`src/logic/vec_cfg_pkg.sv`:
```
package vec_cfg_pkg;

  //////////////////////////////////////////////////////////////////////
  // Machine sizes
  //////////////////////////////////////////////////////////////////////

  // Vector register length in bits and bytes
  localparam int unsigned VLEN  = 256;
  localparam int unsigned VLENB = VLEN / 8;

  // Element and scalar data width
  localparam int unsigned ELEN = 32;

  // Instructions in flight at the execution unit
  localparam int unsigned NR_INSN = 4;

  // Derived widths
  localparam int unsigned ID_W       = $clog2(NR_INSN);
  localparam int unsigned VL_W       = $clog2(VLENB * 8) + 1;
  localparam int unsigned REG_W      = 5;
  localparam int unsigned CSR_ADDR_W = 12;

  typedef logic [ELEN-1:0]       elen_t;
  typedef logic [VL_W-1:0]       vlen_t;
  typedef logic [ID_W-1:0]       insn_id_t;
  typedef logic [REG_W-1:0]      reg_idx_t;
  typedef logic [CSR_ADDR_W-1:0] csr_addr_t;

  //////////////////////////////////////////////////////////////////////
  // CSR addresses
  //////////////////////////////////////////////////////////////////////

  localparam csr_addr_t CSR_VSTART = 12'h008;
  localparam csr_addr_t CSR_VL     = 12'hC20;
  localparam csr_addr_t CSR_VTYPE  = 12'hC21;
  localparam csr_addr_t CSR_VLENB  = 12'hC22;

endpackage

```
`src/logic/vec_isa_pkg.sv`:
```
package vec_isa_pkg;

  import vec_cfg_pkg::*;

  // Opcodes, all other codes are illegal
  typedef enum logic [3:0] {
    OP_VSETVL = 4'h1,
    OP_CSRR   = 4'h2,
    OP_CSRW   = 4'h3,
    OP_CSRS   = 4'h4,
    OP_CSRC   = 4'h5,
    OP_VADD   = 4'h8,
    OP_VMUL   = 4'h9
  } opcode_e;

  // Element width, codes 3 to 7 reserved
  typedef enum logic [2:0] {
    EW_8  = 3'd0,
    EW_16 = 3'd1,
    EW_32 = 3'd2
  } vsew_e;

  typedef enum logic [2:0] {
    LMUL_1   = 3'd0,
    LMUL_2   = 3'd1,
    LMUL_4   = 3'd2,
    LMUL_8   = 3'd3,
    LMUL_RES = 3'd4,
    LMUL_F8  = 3'd5,
    LMUL_F4  = 3'd6,
    LMUL_F2  = 3'd7
  } vlmul_e;

  typedef struct packed {
    logic        vill;
    logic [24:0] zero;
    vsew_e       vsew;
    vlmul_e      vlmul;
  } vtype_t;

  localparam vtype_t VTYPE_RESET = '{vill: 1'b1, zero: '0, vsew: EW_8, vlmul: LMUL_1};

  // Instruction word layout, msb first
  typedef struct packed {
    logic [3:0] opcode;
    vsew_e      vsew;
    vlmul_e     vlmul;
    reg_idx_t   vd;
    reg_idx_t   vs1;
    csr_addr_t  csr_addr;
  } insn_t;

endpackage

```
`src/logic/dec_op_if.sv`:
```
`timescale 1ns/10ps

interface dec_op_if
  import vec_cfg_pkg::*;
  import vec_isa_pkg::*;
();

  // Buffered operation
  logic      valid;
  logic      illegal;
  opcode_e   opcode;
  vsew_e     vsew;
  vlmul_e    vlmul;
  reg_idx_t  vd;
  reg_idx_t  vs1;
  csr_addr_t csr_addr;
  elen_t     rs1;
  reg_idx_t  rd;

  // Operation leaves the buffer
  logic      pop;

  modport decode (
    output valid, illegal, opcode, vsew, vlmul, vd, vs1, csr_addr, rs1, rd,
    input  pop
  );

  modport execute (
    input  valid, illegal, opcode, vsew, vlmul, vd, vs1, csr_addr, rs1, rd,
    output pop
  );

endinterface

```
`src/logic/wb_if.sv`:
```
`timescale 1ns/10ps

interface wb_if
  import vec_cfg_pkg::*;
();

  logic     valid;
  logic     ready;
  reg_idx_t rd;
  elen_t    data;

  modport execute (
    output valid, rd, data,
    input  ready
  );

  modport result (
    input  valid, rd, data,
    output ready
  );

endinterface

```
`src/logic/vec_ctrl_top.sv`:
```
`timescale 1ns/10ps

module vec_ctrl_top
  import vec_cfg_pkg::*;
  import vec_isa_pkg::*;
(
  input  logic     clk_i,
  input  logic     rst_n_i,
  // Core issue
  input  logic     issue_valid_i,
  output logic     issue_ready_o,
  input  elen_t    issue_instr_i,
  input  elen_t    issue_rs1_i,
  input  reg_idx_t issue_rd_i,
  output logic     issue_resp_valid_o,
  output logic     issue_accept_o,
  output logic     busy_o,
  // Execution unit
  output logic     unit_req_valid_o,
  input  logic     unit_req_ready_i,
  output opcode_e  unit_req_op_o,
  output reg_idx_t unit_req_vd_o,
  output reg_idx_t unit_req_vs1_o,
  output vsew_e    unit_req_vsew_o,
  output vlmul_e   unit_req_vlmul_o,
  output vlen_t    unit_req_vl_o,
  output vlen_t    unit_req_vstart_o,
  output insn_id_t unit_req_id_o,
  input  logic     unit_rsp_valid_i,
  input  insn_id_t unit_rsp_id_i,
  // Core write-back
  output logic     result_valid_o,
  input  logic     result_ready_i,
  output reg_idx_t result_rd_o,
  output elen_t    result_data_o
);

  dec_op_if dec_op ();
  wb_if     wb ();

  vec_decode vec_decode_inst (
    .clk_i         (clk_i),
    .rst_n_i       (rst_n_i),
    .issue_valid_i (issue_valid_i),
    .issue_ready_o (issue_ready_o),
    .issue_instr_i (issue_instr_i),
    .issue_rs1_i   (issue_rs1_i),
    .issue_rd_i    (issue_rd_i),
    .op            (dec_op.decode)
  );

  vec_execute vec_execute_inst (
    .clk_i              (clk_i),
    .rst_n_i            (rst_n_i),
    .op                 (dec_op.execute),
    .wb                 (wb.execute),
    .issue_resp_valid_o (issue_resp_valid_o),
    .issue_accept_o     (issue_accept_o),
    .busy_o             (busy_o),
    .unit_req_valid_o   (unit_req_valid_o),
    .unit_req_ready_i   (unit_req_ready_i),
    .unit_req_op_o      (unit_req_op_o),
    .unit_req_vd_o      (unit_req_vd_o),
    .unit_req_vs1_o     (unit_req_vs1_o),
    .unit_req_vsew_o    (unit_req_vsew_o),
    .unit_req_vlmul_o   (unit_req_vlmul_o),
    .unit_req_vl_o      (unit_req_vl_o),
    .unit_req_vstart_o  (unit_req_vstart_o),
    .unit_req_id_o      (unit_req_id_o),
    .unit_rsp_valid_i   (unit_rsp_valid_i),
    .unit_rsp_id_i      (unit_rsp_id_i)
  );

  vec_result vec_result_inst (
    .clk_i          (clk_i),
    .rst_n_i        (rst_n_i),
    .wb             (wb.result),
    .result_valid_o (result_valid_o),
    .result_ready_i (result_ready_i),
    .result_rd_o    (result_rd_o),
    .result_data_o  (result_data_o)
  );

endmodule

```
`src/logic/vec_decode.sv`:
```
`timescale 1ns/10ps

module vec_decode
  import vec_cfg_pkg::*;
  import vec_isa_pkg::*;
(
  input  logic            clk_i,
  input  logic            rst_n_i,
  input  logic            issue_valid_i,
  output logic            issue_ready_o,
  input  elen_t           issue_instr_i,
  input  elen_t           issue_rs1_i,
  input  reg_idx_t        issue_rd_i,
  dec_op_if.decode        op
);

  insn_t insn;
  logic  opc_legal;
  logic  issue_hs;

  //////////////////////////////////////////////////////////////////////
  // Field split
  //////////////////////////////////////////////////////////////////////

  assign insn = insn_t'(issue_instr_i);

  assign opc_legal = insn.opcode inside {OP_VSETVL, OP_CSRR, OP_CSRW, OP_CSRS,
                                         OP_CSRC, OP_VADD, OP_VMUL};

  // Refill allowed in the pop cycle
  assign issue_ready_o = ~op.valid | op.pop;
  assign issue_hs      = issue_valid_i & issue_ready_o;

  //////////////////////////////////////////////////////////////////////
  // One-entry request buffer
  //////////////////////////////////////////////////////////////////////

  always_ff @(posedge clk_i or negedge rst_n_i) begin
    if (!rst_n_i) begin
      op.valid <= 1'b0;
    end else if (issue_hs) begin
      op.valid <= 1'b1;
    end else if (op.pop) begin
      op.valid <= 1'b0;
    end
  end

  // Payload
  always_ff @(posedge clk_i) begin
    if (issue_hs) begin
      op.illegal  <= ~opc_legal;
      op.opcode   <= opcode_e'(insn.opcode);
      op.vsew     <= insn.vsew;
      op.vlmul    <= insn.vlmul;
      op.vd       <= insn.vd;
      op.vs1      <= insn.vs1;
      op.csr_addr <= insn.csr_addr;
      op.rs1      <= issue_rs1_i;
      op.rd       <= issue_rd_i;
    end
  end

  // Held operation must not change under the execute stage
  property p_buf_stable;
    @(posedge clk_i) disable iff (!rst_n_i)
      op.valid && !op.pop |=>
        $stable({op.illegal, op.opcode, op.vsew, op.vlmul, op.vd, op.vs1,
                 op.csr_addr, op.rs1, op.rd});
  endproperty

  a_buf_stable: assert property (p_buf_stable)
    else $error("decode buffer changed while held");

endmodule

```
`src/logic/vec_execute.sv`:
```
`timescale 1ns/10ps

module vec_execute
  import vec_cfg_pkg::*;
  import vec_isa_pkg::*;
(
  input  logic      clk_i,
  input  logic      rst_n_i,
  dec_op_if.execute op,
  wb_if.execute     wb,
  output logic      issue_resp_valid_o,
  output logic      issue_accept_o,
  output logic      busy_o,
  output logic      unit_req_valid_o,
  input  logic      unit_req_ready_i,
  output opcode_e   unit_req_op_o,
  output reg_idx_t  unit_req_vd_o,
  output reg_idx_t  unit_req_vs1_o,
  output vsew_e     unit_req_vsew_o,
  output vlmul_e    unit_req_vlmul_o,
  output vlen_t     unit_req_vl_o,
  output vlen_t     unit_req_vstart_o,
  output insn_id_t  unit_req_id_o,
  input  logic      unit_rsp_valid_i,
  input  insn_id_t  unit_rsp_id_i
);

  vlen_t              vstart_q, vstart_d;
  vlen_t              vl_q, vl_d;
  vtype_t             vtype_q, vtype_d;
  logic [NR_INSN-1:0] running_q, running_d;
  insn_id_t           next_id;
  logic               running_full;
  logic               is_vec, is_cfg, is_csr;
  logic               cfg_vill;
  vlen_t              vlmax;
  vlen_t              vl_new;
  elen_t              csr_rdata;
  logic               vec_pop;

  // Operation class
  always_comb begin
    is_vec = 1'b0;
    is_cfg = 1'b0;
    is_csr = 1'b0;
    case (op.opcode)
      OP_VSETVL:                         is_cfg = 1'b1;
      OP_CSRR, OP_CSRW, OP_CSRS, OP_CSRC: is_csr = 1'b1;
      OP_VADD, OP_VMUL:                  is_vec = 1'b1;
      default: ;
    endcase
  end

  //////////////////////////////////////////////////////////////////////
  // Configuration and CSRs
  //////////////////////////////////////////////////////////////////////

  always_comb begin
    cfg_vill = (op.vsew > EW_32) || (op.vlmul inside {LMUL_RES, LMUL_F8});
    vlmax    = vlen_t'(VLENB) >> op.vsew;
    case (op.vlmul)
      LMUL_2:  vlmax = vlmax << 1;
      LMUL_4:  vlmax = vlmax << 2;
      LMUL_8:  vlmax = vlmax << 3;
      LMUL_F2: vlmax = vlmax >> 1;
      LMUL_F4: vlmax = vlmax >> 2;
      default: ;
    endcase
    // All ones in rs1 asks for vlmax
    if (cfg_vill)                  vl_new = '0;
    else if (op.rs1 == '1)         vl_new = vlmax;
    else if (elen_t'(vlmax) < op.rs1) vl_new = vlmax;
    else                           vl_new = vlen_t'(op.rs1);
  end

  // Read data, unknown addresses give zero
  always_comb begin
    case (op.csr_addr)
      CSR_VSTART: csr_rdata = elen_t'(vstart_q);
      CSR_VL:     csr_rdata = elen_t'(vl_q);
      CSR_VTYPE:  csr_rdata = elen_t'(vtype_q);
      CSR_VLENB:  csr_rdata = elen_t'(VLENB);
      default:    csr_rdata = '0;
    endcase
  end

  always_comb begin
    vstart_d = vstart_q;
    vl_d     = vl_q;
    vtype_d  = vtype_q;
    if (op.pop && !op.illegal) begin
      if (vec_pop) vstart_d = '0;
      if (is_cfg) begin
        vl_d    = vl_new;
        vtype_d = cfg_vill ? VTYPE_RESET
                           : '{vill: 1'b0, zero: '0, vsew: op.vsew, vlmul: op.vlmul};
      end
      if (is_csr && op.csr_addr == CSR_VSTART) begin
        case (op.opcode)
          OP_CSRW: vstart_d = vlen_t'(op.rs1);
          OP_CSRS: vstart_d = vstart_q | vlen_t'(op.rs1);
          OP_CSRC: vstart_d = vstart_q & ~vlen_t'(op.rs1);
          default: ;
        endcase
      end
    end
  end

  //////////////////////////////////////////////////////////////////////
  // Issue and running set
  //////////////////////////////////////////////////////////////////////

  // Lowest free ID
  always_comb begin
    next_id = '0;
    for (int i = NR_INSN - 1; i >= 0; i--) begin
      if (!running_q[i]) next_id = insn_id_t'(i);
    end
  end

  assign running_full = &running_q;

  assign unit_req_valid_o = op.valid & ~op.illegal & is_vec & ~vtype_q.vill & ~running_full;
  assign vec_pop          = unit_req_valid_o & unit_req_ready_i;

  // Illegal ops and rejected vector ops leave at once
  always_comb begin
    op.pop = 1'b0;
    if (op.valid) begin
      if (op.illegal)                 op.pop = 1'b1;
      else if (is_vec && vtype_q.vill) op.pop = 1'b1;
      else if (is_vec)                op.pop = vec_pop;
      else                            op.pop = wb.ready;
    end
  end

  assign issue_resp_valid_o = op.pop;
  assign issue_accept_o     = ~op.illegal & ~(is_vec & vtype_q.vill);

  always_comb begin
    running_d = running_q;
    if (vec_pop)          running_d[next_id] = 1'b1;
    if (unit_rsp_valid_i) running_d[unit_rsp_id_i] = 1'b0;
  end

  assign busy_o = |running_q;

  assign unit_req_op_o     = op.opcode;
  assign unit_req_vd_o     = op.vd;
  assign unit_req_vs1_o    = op.vs1;
  assign unit_req_vsew_o   = vtype_q.vsew;
  assign unit_req_vlmul_o  = vtype_q.vlmul;
  assign unit_req_vl_o     = vl_q;
  assign unit_req_vstart_o = vstart_q;
  assign unit_req_id_o     = next_id;

  // Config returns new vl, CSR ops return the old value
  assign wb.valid = op.valid & ~op.illegal & (is_cfg | is_csr);
  assign wb.rd    = op.rd;
  assign wb.data  = is_cfg ? elen_t'(vl_new) : csr_rdata;

  always_ff @(posedge clk_i or negedge rst_n_i) begin
    if (!rst_n_i) begin
      vstart_q  <= '0;
      vl_q      <= '0;
      vtype_q   <= VTYPE_RESET;
      running_q <= '0;
    end else begin
      vstart_q  <= vstart_d;
      vl_q      <= vl_d;
      vtype_q   <= vtype_d;
      running_q <= running_d;
    end
  end

  // Unit only answers IDs it was given
  a_rsp_running: assert property (@(posedge clk_i) disable iff (!rst_n_i)
    unit_rsp_valid_i |-> running_q[unit_rsp_id_i])
    else $error("unit response for an idle ID");

  // A request never carries an ID still in flight, so never while full
  a_req_free_id: assert property (@(posedge clk_i) disable iff (!rst_n_i)
    unit_req_valid_o |-> !running_q[unit_req_id_o])
    else $error("unit request while ID busy");

endmodule

```
`src/logic/vec_result.sv`:
```
`timescale 1ns/10ps

module vec_result
  import vec_cfg_pkg::*;
(
  input  logic     clk_i,
  input  logic     rst_n_i,
  wb_if.result     wb,
  output logic     result_valid_o,
  input  logic     result_ready_i,
  output reg_idx_t result_rd_o,
  output elen_t    result_data_o
);

  logic load;

  // Free slot or draining this cycle
  assign wb.ready = ~result_valid_o | result_ready_i;
  assign load     = wb.valid & wb.ready;

  always_ff @(posedge clk_i or negedge rst_n_i) begin
    if (!rst_n_i) begin
      result_valid_o <= 1'b0;
    end else if (load) begin
      result_valid_o <= 1'b1;
    end else if (result_ready_i) begin
      result_valid_o <= 1'b0;
    end
  end

  always_ff @(posedge clk_i) begin
    if (load) begin
      result_rd_o   <= wb.rd;
      result_data_o <= wb.data;
    end
  end

  // Core sees a steady result until it takes it
  a_result_stable: assert property (@(posedge clk_i) disable iff (!rst_n_i)
    result_valid_o && !result_ready_i |=>
      result_valid_o && $stable({result_rd_o, result_data_o}))
    else $error("result changed under back-pressure");

endmodule

```
`config.mk`:
```
export PLATFORM = sky130hd
export DESIGN_NAME = vec_ctrl_top
export DESIGN_NICKNAME = d
export VERILOG_FILES = /design/src/logic/vec_cfg_pkg.sv /design/src/logic/vec_isa_pkg.sv /design/src/logic/dec_op_if.sv /design/src/logic/wb_if.sv /design/src/logic/vec_ctrl_top.sv /design/src/logic/vec_decode.sv /design/src/logic/vec_execute.sv /design/src/logic/vec_result.sv
export SDC_FILE = /design/constraint.sdc
export NUM_CORES = 1
export LEC_CHECK = 0
export BUFFER_PORTS_ARGS = -buffer_cell sky130_fd_sc_hd__buf_2
export CAP_MARGIN = 10
export CELL_PAD_IN_SITES_DETAIL_PLACEMENT = 1
export CELL_PAD_IN_SITES_GLOBAL_PLACEMENT = 2
export CORE_ASPECT_RATIO = 1.75
export CORE_UTILIZATION = 39
export CTS_BUF_LIST = sky130_fd_sc_hd__clkbuf_8
export CTS_CLUSTER_DIAMETER = 150
export DETAILED_ROUTE_END_ITERATION = 10
export PLACE_DENSITY = 0.95
export SYNTH_ARGS = -nofsm -noshare
export SYNTH_HDL_FRONTEND = slang
export SYNTH_HIERARCHICAL = 1
export SYNTH_SLANG_ARGS = --single-unit
```
`constraint.sdc`:
```
create_clock -name clk_i -period 6.1 [get_ports clk_i]
set_input_delay 1.83 -clock clk_i [delete_from_list [all_inputs] [get_ports clk_i]]
set_output_delay 1.83 -clock clk_i [all_outputs]
set_load 0.05 [all_outputs]
```
==> flow_summary.toml, run 1 <==
[finish]
n_antenna_cell = 0
nNetsFinal = 738
layout_common_cells = "buf_2 (159), edfxtp_1 (107), nand2_1 (62), dfrtp_1 (30), nor2_1 (26)"
ff_latch_area_um2 = 3990
syn2layout_area_growth_pct = 16.9
multi_input_area_um2 = 1920
final_design_area_no_fill_um2 = 7390
fill_cells = 1755
drive_gt1_frac = 0.309
final_common_cell = "buf_2"

[critical_path]
critPathTopFamily = "simple AND/OR/NAND/NOR gates"
slowest_stage = "nor3b_1"
cp.required_ns = 4.27
cpPeakStageDelay_ns = 0.49
crit_buf_inv = 2
cp_cell_sequence = "buf_2 -> nor3b_1 -> nor2_1 -> nor2_1 -> nand2b_1 -> buf_2"
start_kind = "input pin"
crit_arrival_ns = 3.10
endpoint_kind = "output port"
crit_fanout = 5
criticalPathCategory = "in -> out"

[cts]
cts_hold_buf = 0
post-cts-setup-buffers = 0
clk_latency_ns = 0.44
cts_tree = "done"
htreeDepth = 4
cts_inserted_buffers = 17
clock-root-buffer = "clkbuf_8"
clkTransAtPathRegs_ns = 0.07
cts.sinks = 138
cts_buffer_depth = 2
cts_resized = 0

[pwr]
power.density_nw_per_um2 = 283
leakage_nw = 3.03
irDropWorstVdd_v = 0.000159

[synthesis]
async_reset_ff_frac = 0.225
postSynthCellCount = 515
netlist_area_um2 = 6320
ys_ff_latch = 138
synth_ff_type = "edfxtp_1"
synth-edff-count = 107
synth.distinct_cells = 65
synth.yosys.seq_area_share = 0.631
yosysWarningCount = 6
synth_area_per_cell_um2 = 12.3

[routing]
drt_wl_total_um = 15700
antenna_left = 0
vias = 4537
wl_per_cell_um = 18.3
drtIter0Drc = 193
drt-pass1-iter-count = 10
drc = 10
viasPerCell = 5.31

[outcome]
violations = "DRC"
status = "complete, but fails checks"

[timing]
rsz0062_at_grt = "false"
maxSlewHeadroom = 0.192
setup-violations-final = 0
max_freq_mhz = 203
worstMarginPinSlew_ns = 1.20
setup_tns_ns = 0
fin_crit_sh = 0.808
drv_slew = 0
hold_viol = 0
min_period_ns = 4.93
final.setup_skew_ns = 0.0161

[floorplan]
num_rows = 61
coreArea_um2 = 15900
start_util = 0.398
die_w_um = 98.2
die_height_um = 170
fp.dieArea_um2 = 16700
io_pins = 160

[grt]
antenna_found_initial = 0
grt_max_degree = 71
grt_pass1_vias = 4888
grt_pass1_wl_um = 25000
grt_overflow = 0
grt.total_usage = 0.197

[placed_design]
dp_hpwl_um = 11700
place_congestion = 0.872
dpl_cell_area_um2 = 7020
io_buffers = 159

[flow_run]
cap_violations = 0

[hold_path]
hp-class = "reg -> reg"
[kinds of logic (layout without fill, tap and decap cells)]
kind of cell	after synthesis	count (layout)	share of synthesized area
AO/OA/AOI/OAI	101	101	0.111
buffers and inverters	80	210	0.0786
AND/OR/NAND/NOR	173	173	0.141
adder cells (fa/ha/maj)	8	8	0.0158
XOR/XNOR	3	3	0.00416
other	1	22	0.000593
multiplexers	11	11	0.0178
flip-flops	138	138	0.631
[worst reg2reg max path, cell delays in order, from the launching register on]
cell and delay, ns:
edfxtp_1 0.63, nor2b_1 0.46, xor2_1 0.13, o32ai_1 0.59
ha_1 0.32, o211ai_1 0.11, a211oi_1 0.34, nor3_1 0.15
a211oi_4 0.60, mux2i_1 0.34, o2bb2ai_1 0.10
[through the flow]
step	hold slack [ns]	utilization	setup slack (ns)	total power [mW]	instances
finish	0.422	0.465	1.17	2.09	855
global route	0.438	0.465	1.02	2.18	855
CTS	0.425	0.465	1.15	2.12	855
detailed placement	0.406	0.442	1.16	1.42	823
global placement	0.403	0.442	1.30	1.40	823
floorplan	0.466	-	0.292	1.35	536
[worst paths after layout]
| kind | startpoint | end | slack, ns | depth (start not counted) |
|---|---|---|---|---|
| max | unit_req_ready_i | issue_ready_o | 1.17 | 6 |
| min | vec_decode_inst/op.rd[0] | vec_result_inst/result_rd_o[0] | 0.42 | 0 |
| max reg2reg | vec_decode_inst/op.vlmul[0] | vec_result_inst/result_data_o[4] | 2.09 | 10 |
| min reg2reg | vec_decode_inst/op.rd[0] | vec_result_inst/result_rd_o[0] | 0.42 | 0 |
| max in group asynchronous | rst_n_i | vec_execute_inst/unit_req_vl_o[7] | 4.17 | 1 |
| min in group asynchronous | rst_n_i | vec_decode_inst/op.valid | 1.44 | 1 |
[power by group]
group	internal [mW]	switching, mW	leakage, nW	total [mW]
registers	1.08	0.0467	1.42	1.13
clock network	0.356	0.343	0.199	0.700
logic	0.0723	0.191	1.40	0.263
total	1.51	0.581	3.03	2.09
[synthesized netlist by cell type (all sizes together) (2+ instances only)]
cell type  number  share of area
o22ai           4         0.0059
nand4b          3         0.0042
nor2b           4         0.0040
clkbuf          8         0.0048
xor2            2         0.0028
ha              8          0.016
o31ai           3         0.0036
o211ai          3         0.0036
buf            55          0.064
nand2b         14          0.015
nand3          11         0.0087
nor4            7         0.0069
and3            6         0.0059
mux2            2         0.0036
mux2i           9          0.014
o2111ai         4         0.0055
or3b            2         0.0028
o2bb2ai         6         0.0083
o21ai          32          0.025
dfrtp          30           0.12
a22o            3         0.0042
a211oi          3         0.0055
nor4b           4         0.0055
a22oi           6         0.0071
nor3            8         0.0063
a31oi           5         0.0059
and2           10          0.010
or2             2         0.0020
nand4           3         0.0030
nor2           27          0.016
a21oi          16          0.013
o32ai           3         0.0042
or4             3         0.0036
nand3b          2         0.0024
nand2          62          0.037
edfxtp        107           0.51
inv            17          0.010
nor3b           3         0.0044
o32a            3         0.0048
[flip-flops by register name, indices dropped and copies added, names as in the netlist, 3 cells and up]
signal	cells
vec_decode_inst/op.rs1	32
vec_result_inst/result_data_o	32
vec_decode_inst/op.csr_addr	12
vec_execute_inst/unit_req_vl_o	9
vec_execute_inst/unit_req_vstart_o	9
vec_decode_inst/op.rd	5
vec_decode_inst/op.vd	5
vec_decode_inst/op.vs1	5
vec_result_inst/result_rd_o	5
vec_decode_inst/op.opcode	4
vec_execute_inst/running_q	4
vec_decode_inst/op.vlmul	3
vec_decode_inst/op.vsew	3
vec_execute_inst/unit_req_vlmul_o	3
vec_execute_inst/unit_req_vsew_o	3
[area by class of cell]
type                       count  area share
clock inverter                15      0.0186
clock buffer                  17      0.0317
sequential                   138       0.540
tap                          189      0.0320
timing repair buffer         161       0.110
inverter                      17     0.00864
multi-input combinational    318       0.259
[layer usage]
metal  GRT usage  part of all wire  up-vias  wire length (um)
li1            -                 -     2110                 -
met1       0.209              0.38     2215              5900
met2       0.348              0.52      179              8120
met3      0.0513             0.066       33              1030
met4       0.122             0.039        0               608
met5           0                 0        -                 0
(Power assumes the default switching activity.)
==> run 2: changes to the inputs <==
--- a/config.mk
+++ b/config.mk
@@ -10,11 +10,11 @@
 export CELL_PAD_IN_SITES_DETAIL_PLACEMENT = 1
 export CELL_PAD_IN_SITES_GLOBAL_PLACEMENT = 2
 export CORE_ASPECT_RATIO = 1.75
-export CORE_UTILIZATION = 39
+export CORE_UTILIZATION = 32
 export CTS_BUF_LIST = sky130_fd_sc_hd__clkbuf_8
 export CTS_CLUSTER_DIAMETER = 150
 export DETAILED_ROUTE_END_ITERATION = 10
-export PLACE_DENSITY = 0.95
+export PLACE_DENSITY = 0.85
 export SYNTH_ARGS = -nofsm -noshare
 export SYNTH_HDL_FRONTEND = slang
 export SYNTH_HIERARCHICAL = 1
==> constraint.sdc (replaced) <==
create_clock -name clk_i -period 4.3 [get_ports clk_i]
set_input_delay 1.29 -clock clk_i [delete_from_list [all_inputs] [get_ports clk_i]]
set_output_delay 1.29 -clock clk_i [all_outputs]
set_load 0.05 [all_outputs]
==> flow_summary.toml, run 2 (synthesized netlist as in run 1, its figures left out) <==
[timing]
maxSlewHeadroom = 0.233
setup_tns_ns = 0
final.setup_skew_ns = 0.0147
min_period_ns = 3.74
worstMarginPinSlew_ns = 1.14
rsz0062_at_grt = "false"
fin_crit_sh = 0.870
setup-violations-final = 0
hold_viol = 0
drv_slew = 0
setup_ws_ns = 0.559
max_freq_mhz = 267

[hold_path]
hp-class = "reg -> reg"

[cts]
cts_buffer_depth = 2
cts_inserted_buffers = 17
cts_tree = "done"
cts_resized = 0
clock-root-buffer = "clkbuf_8"
htreeDepth = 4
clkTransAtPathRegs_ns = 0.10
post-cts-setup-buffers = 0
cts.sinks = 138
cts_hold_buf = 0
clk_latency_ns = 0.45

[placed_design]
place_congestion = 0.807
pre_cts_ws_ns = 0.597
placed_cells = 878
io_buffers = 159
dp_hpwl_um = 13000

[critical_path]
cp.required_ns = 4.50
start_kind = "flop"
cp_cell_sequence = "nand2b_1 -> o22ai_1 -> a21oi_1 -> o32ai_1 -> ha_1 -> o211ai_1 -> a211oi_1 -> nor3_1 -> a211oi_4 -> mux2i_1 -> o21ai_1"
slowest_stage = "edfxtp_1"
crit_arrival_ns = 3.94
cpPeakStageDelay_ns = 0.60
crit_fanout = 16
endpoint_kind = "flop"
criticalPathCategory = "reg -> reg"

[finish]
fin_cells = 913
top_regs = "vec_decode_inst/op.rs1 (32), vec_result_inst/result_data_o (32), vec_decode_inst/op.csr_addr (12)"
nNetsFinal = 742
syn2layout_area_growth_pct = 19.4
drive_gt1_frac = 0.319
layout_common_cells = "buf_2 (159), edfxtp_1 (107), nand2_1 (62), dfrtp_1 (30), nor2_1 (25)"
final_common_cell = "buf_2"

[grt]
met1_usage = 0.179
grt_overflow = 0
top_usage_layer = "met2"
grt_pass1_vias = 4835
grt_max_degree = 71
antenna_found_initial = 2
grt_pass1_wl_um = 26100
grt.total_usage = 0.173
grt_use_met3 = 0.0368
met2_usage = 0.323

[floorplan]
die_height_um = 188
coreArea_um2 = 19300
io_pins = 160
die_w_um = 108
start_util = 0.328
fp.dieArea_um2 = 20300
num_rows = 67

[pwr]
leakage_nw = 3.06
irDropWorstVdd_v = 0.000177
power.density_nw_per_um2 = 407

[routing]
drc = 0
drt-pass1-iter-count = 5
drt_wl_total_um = 17400
vias = 4594
antenna_left = 0
drtIter0Drc = 220
wl_per_cell_um = 19.1
viasPerCell = 5.03

[flow_run]
cap_violations = 0

[outcome]
status = "finished, final reports clean"
run 2: worst paths after layout:
check	start	endpoint	slack (ns)	depth (start not counted)
worst max register to register	vec_decode_inst/op.vsew[1]	vec_result_inst/result_data_o[2]	0.56	11
max in group asynchronous	rst_n_i	vec_execute_inst/unit_req_vl_o[7]	2.88	1
worst min register to register	vec_decode_inst/op.rd[3]	vec_result_inst/result_rd_o[3]	0.43	0
worst max-delay path	vec_decode_inst/op.vsew[1]	vec_result_inst/result_data_o[2]	0.56	11
worst min-delay path	vec_decode_inst/op.rd[3]	vec_result_inst/result_rd_o[3]	0.43	0
min in group asynchronous	rst_n_i	vec_execute_inst/unit_req_vlmul_o[0]	0.91	1
run 2: layout make-up:
type	instances	area (um2)
clock buffers	17	234
multi-input cells	318	1920
flip-flops and latches	138	3990
inverters	17	63.8
repair buffers	165	841
diodes	2	5.00
fillers	2137	11700
clock inverters	15	191
well taps	241	302
run 2: critical path: cells and delay by family (launching register included):
family | cells | cell delay, ns
mux | 1 | 0.34
compound gates | 7 | 1.93
flops | 1 | 0.60
simple gates | 2 | 0.42
fa+ha+maj | 1 | 0.21
run 2: per-layer routing:
layer / vias to the layer above / part of all wire / wire, um
met2: 180 / 0.55 / 9630
met1: 2261 / 0.36 / 6310
met5: - / 0 / 0
li1: 2120 / - / -
met3: 33 / 0.051 / 892
met4: 0 / 0.033 / 566
run 2: through the flow:
stage / hold WS (ns) / power (mW) / area [um2] / util
after floorplan: 0.466 / 1.91 / 6400 / -
after global placement: 0.402 / 2.00 / 7110 / 0.369
after detailed placement: 0.405 / 2.02 / 7110 / 0.369
after CTS: 0.430 / 3.11 / 7530 / 0.391
after global routing: 0.436 / 3.19 / 7540 / 0.391
final: 0.427 / 3.07 / 7540 / 0.391
run 2: report_power, final:
group	leakage (nW)	switching, mW	internal, mW
clock network	0.211	0.631	0.451
logic	1.43	0.276	0.105
registers	1.42	0.0681	1.54
total	3.06	0.976	2.09
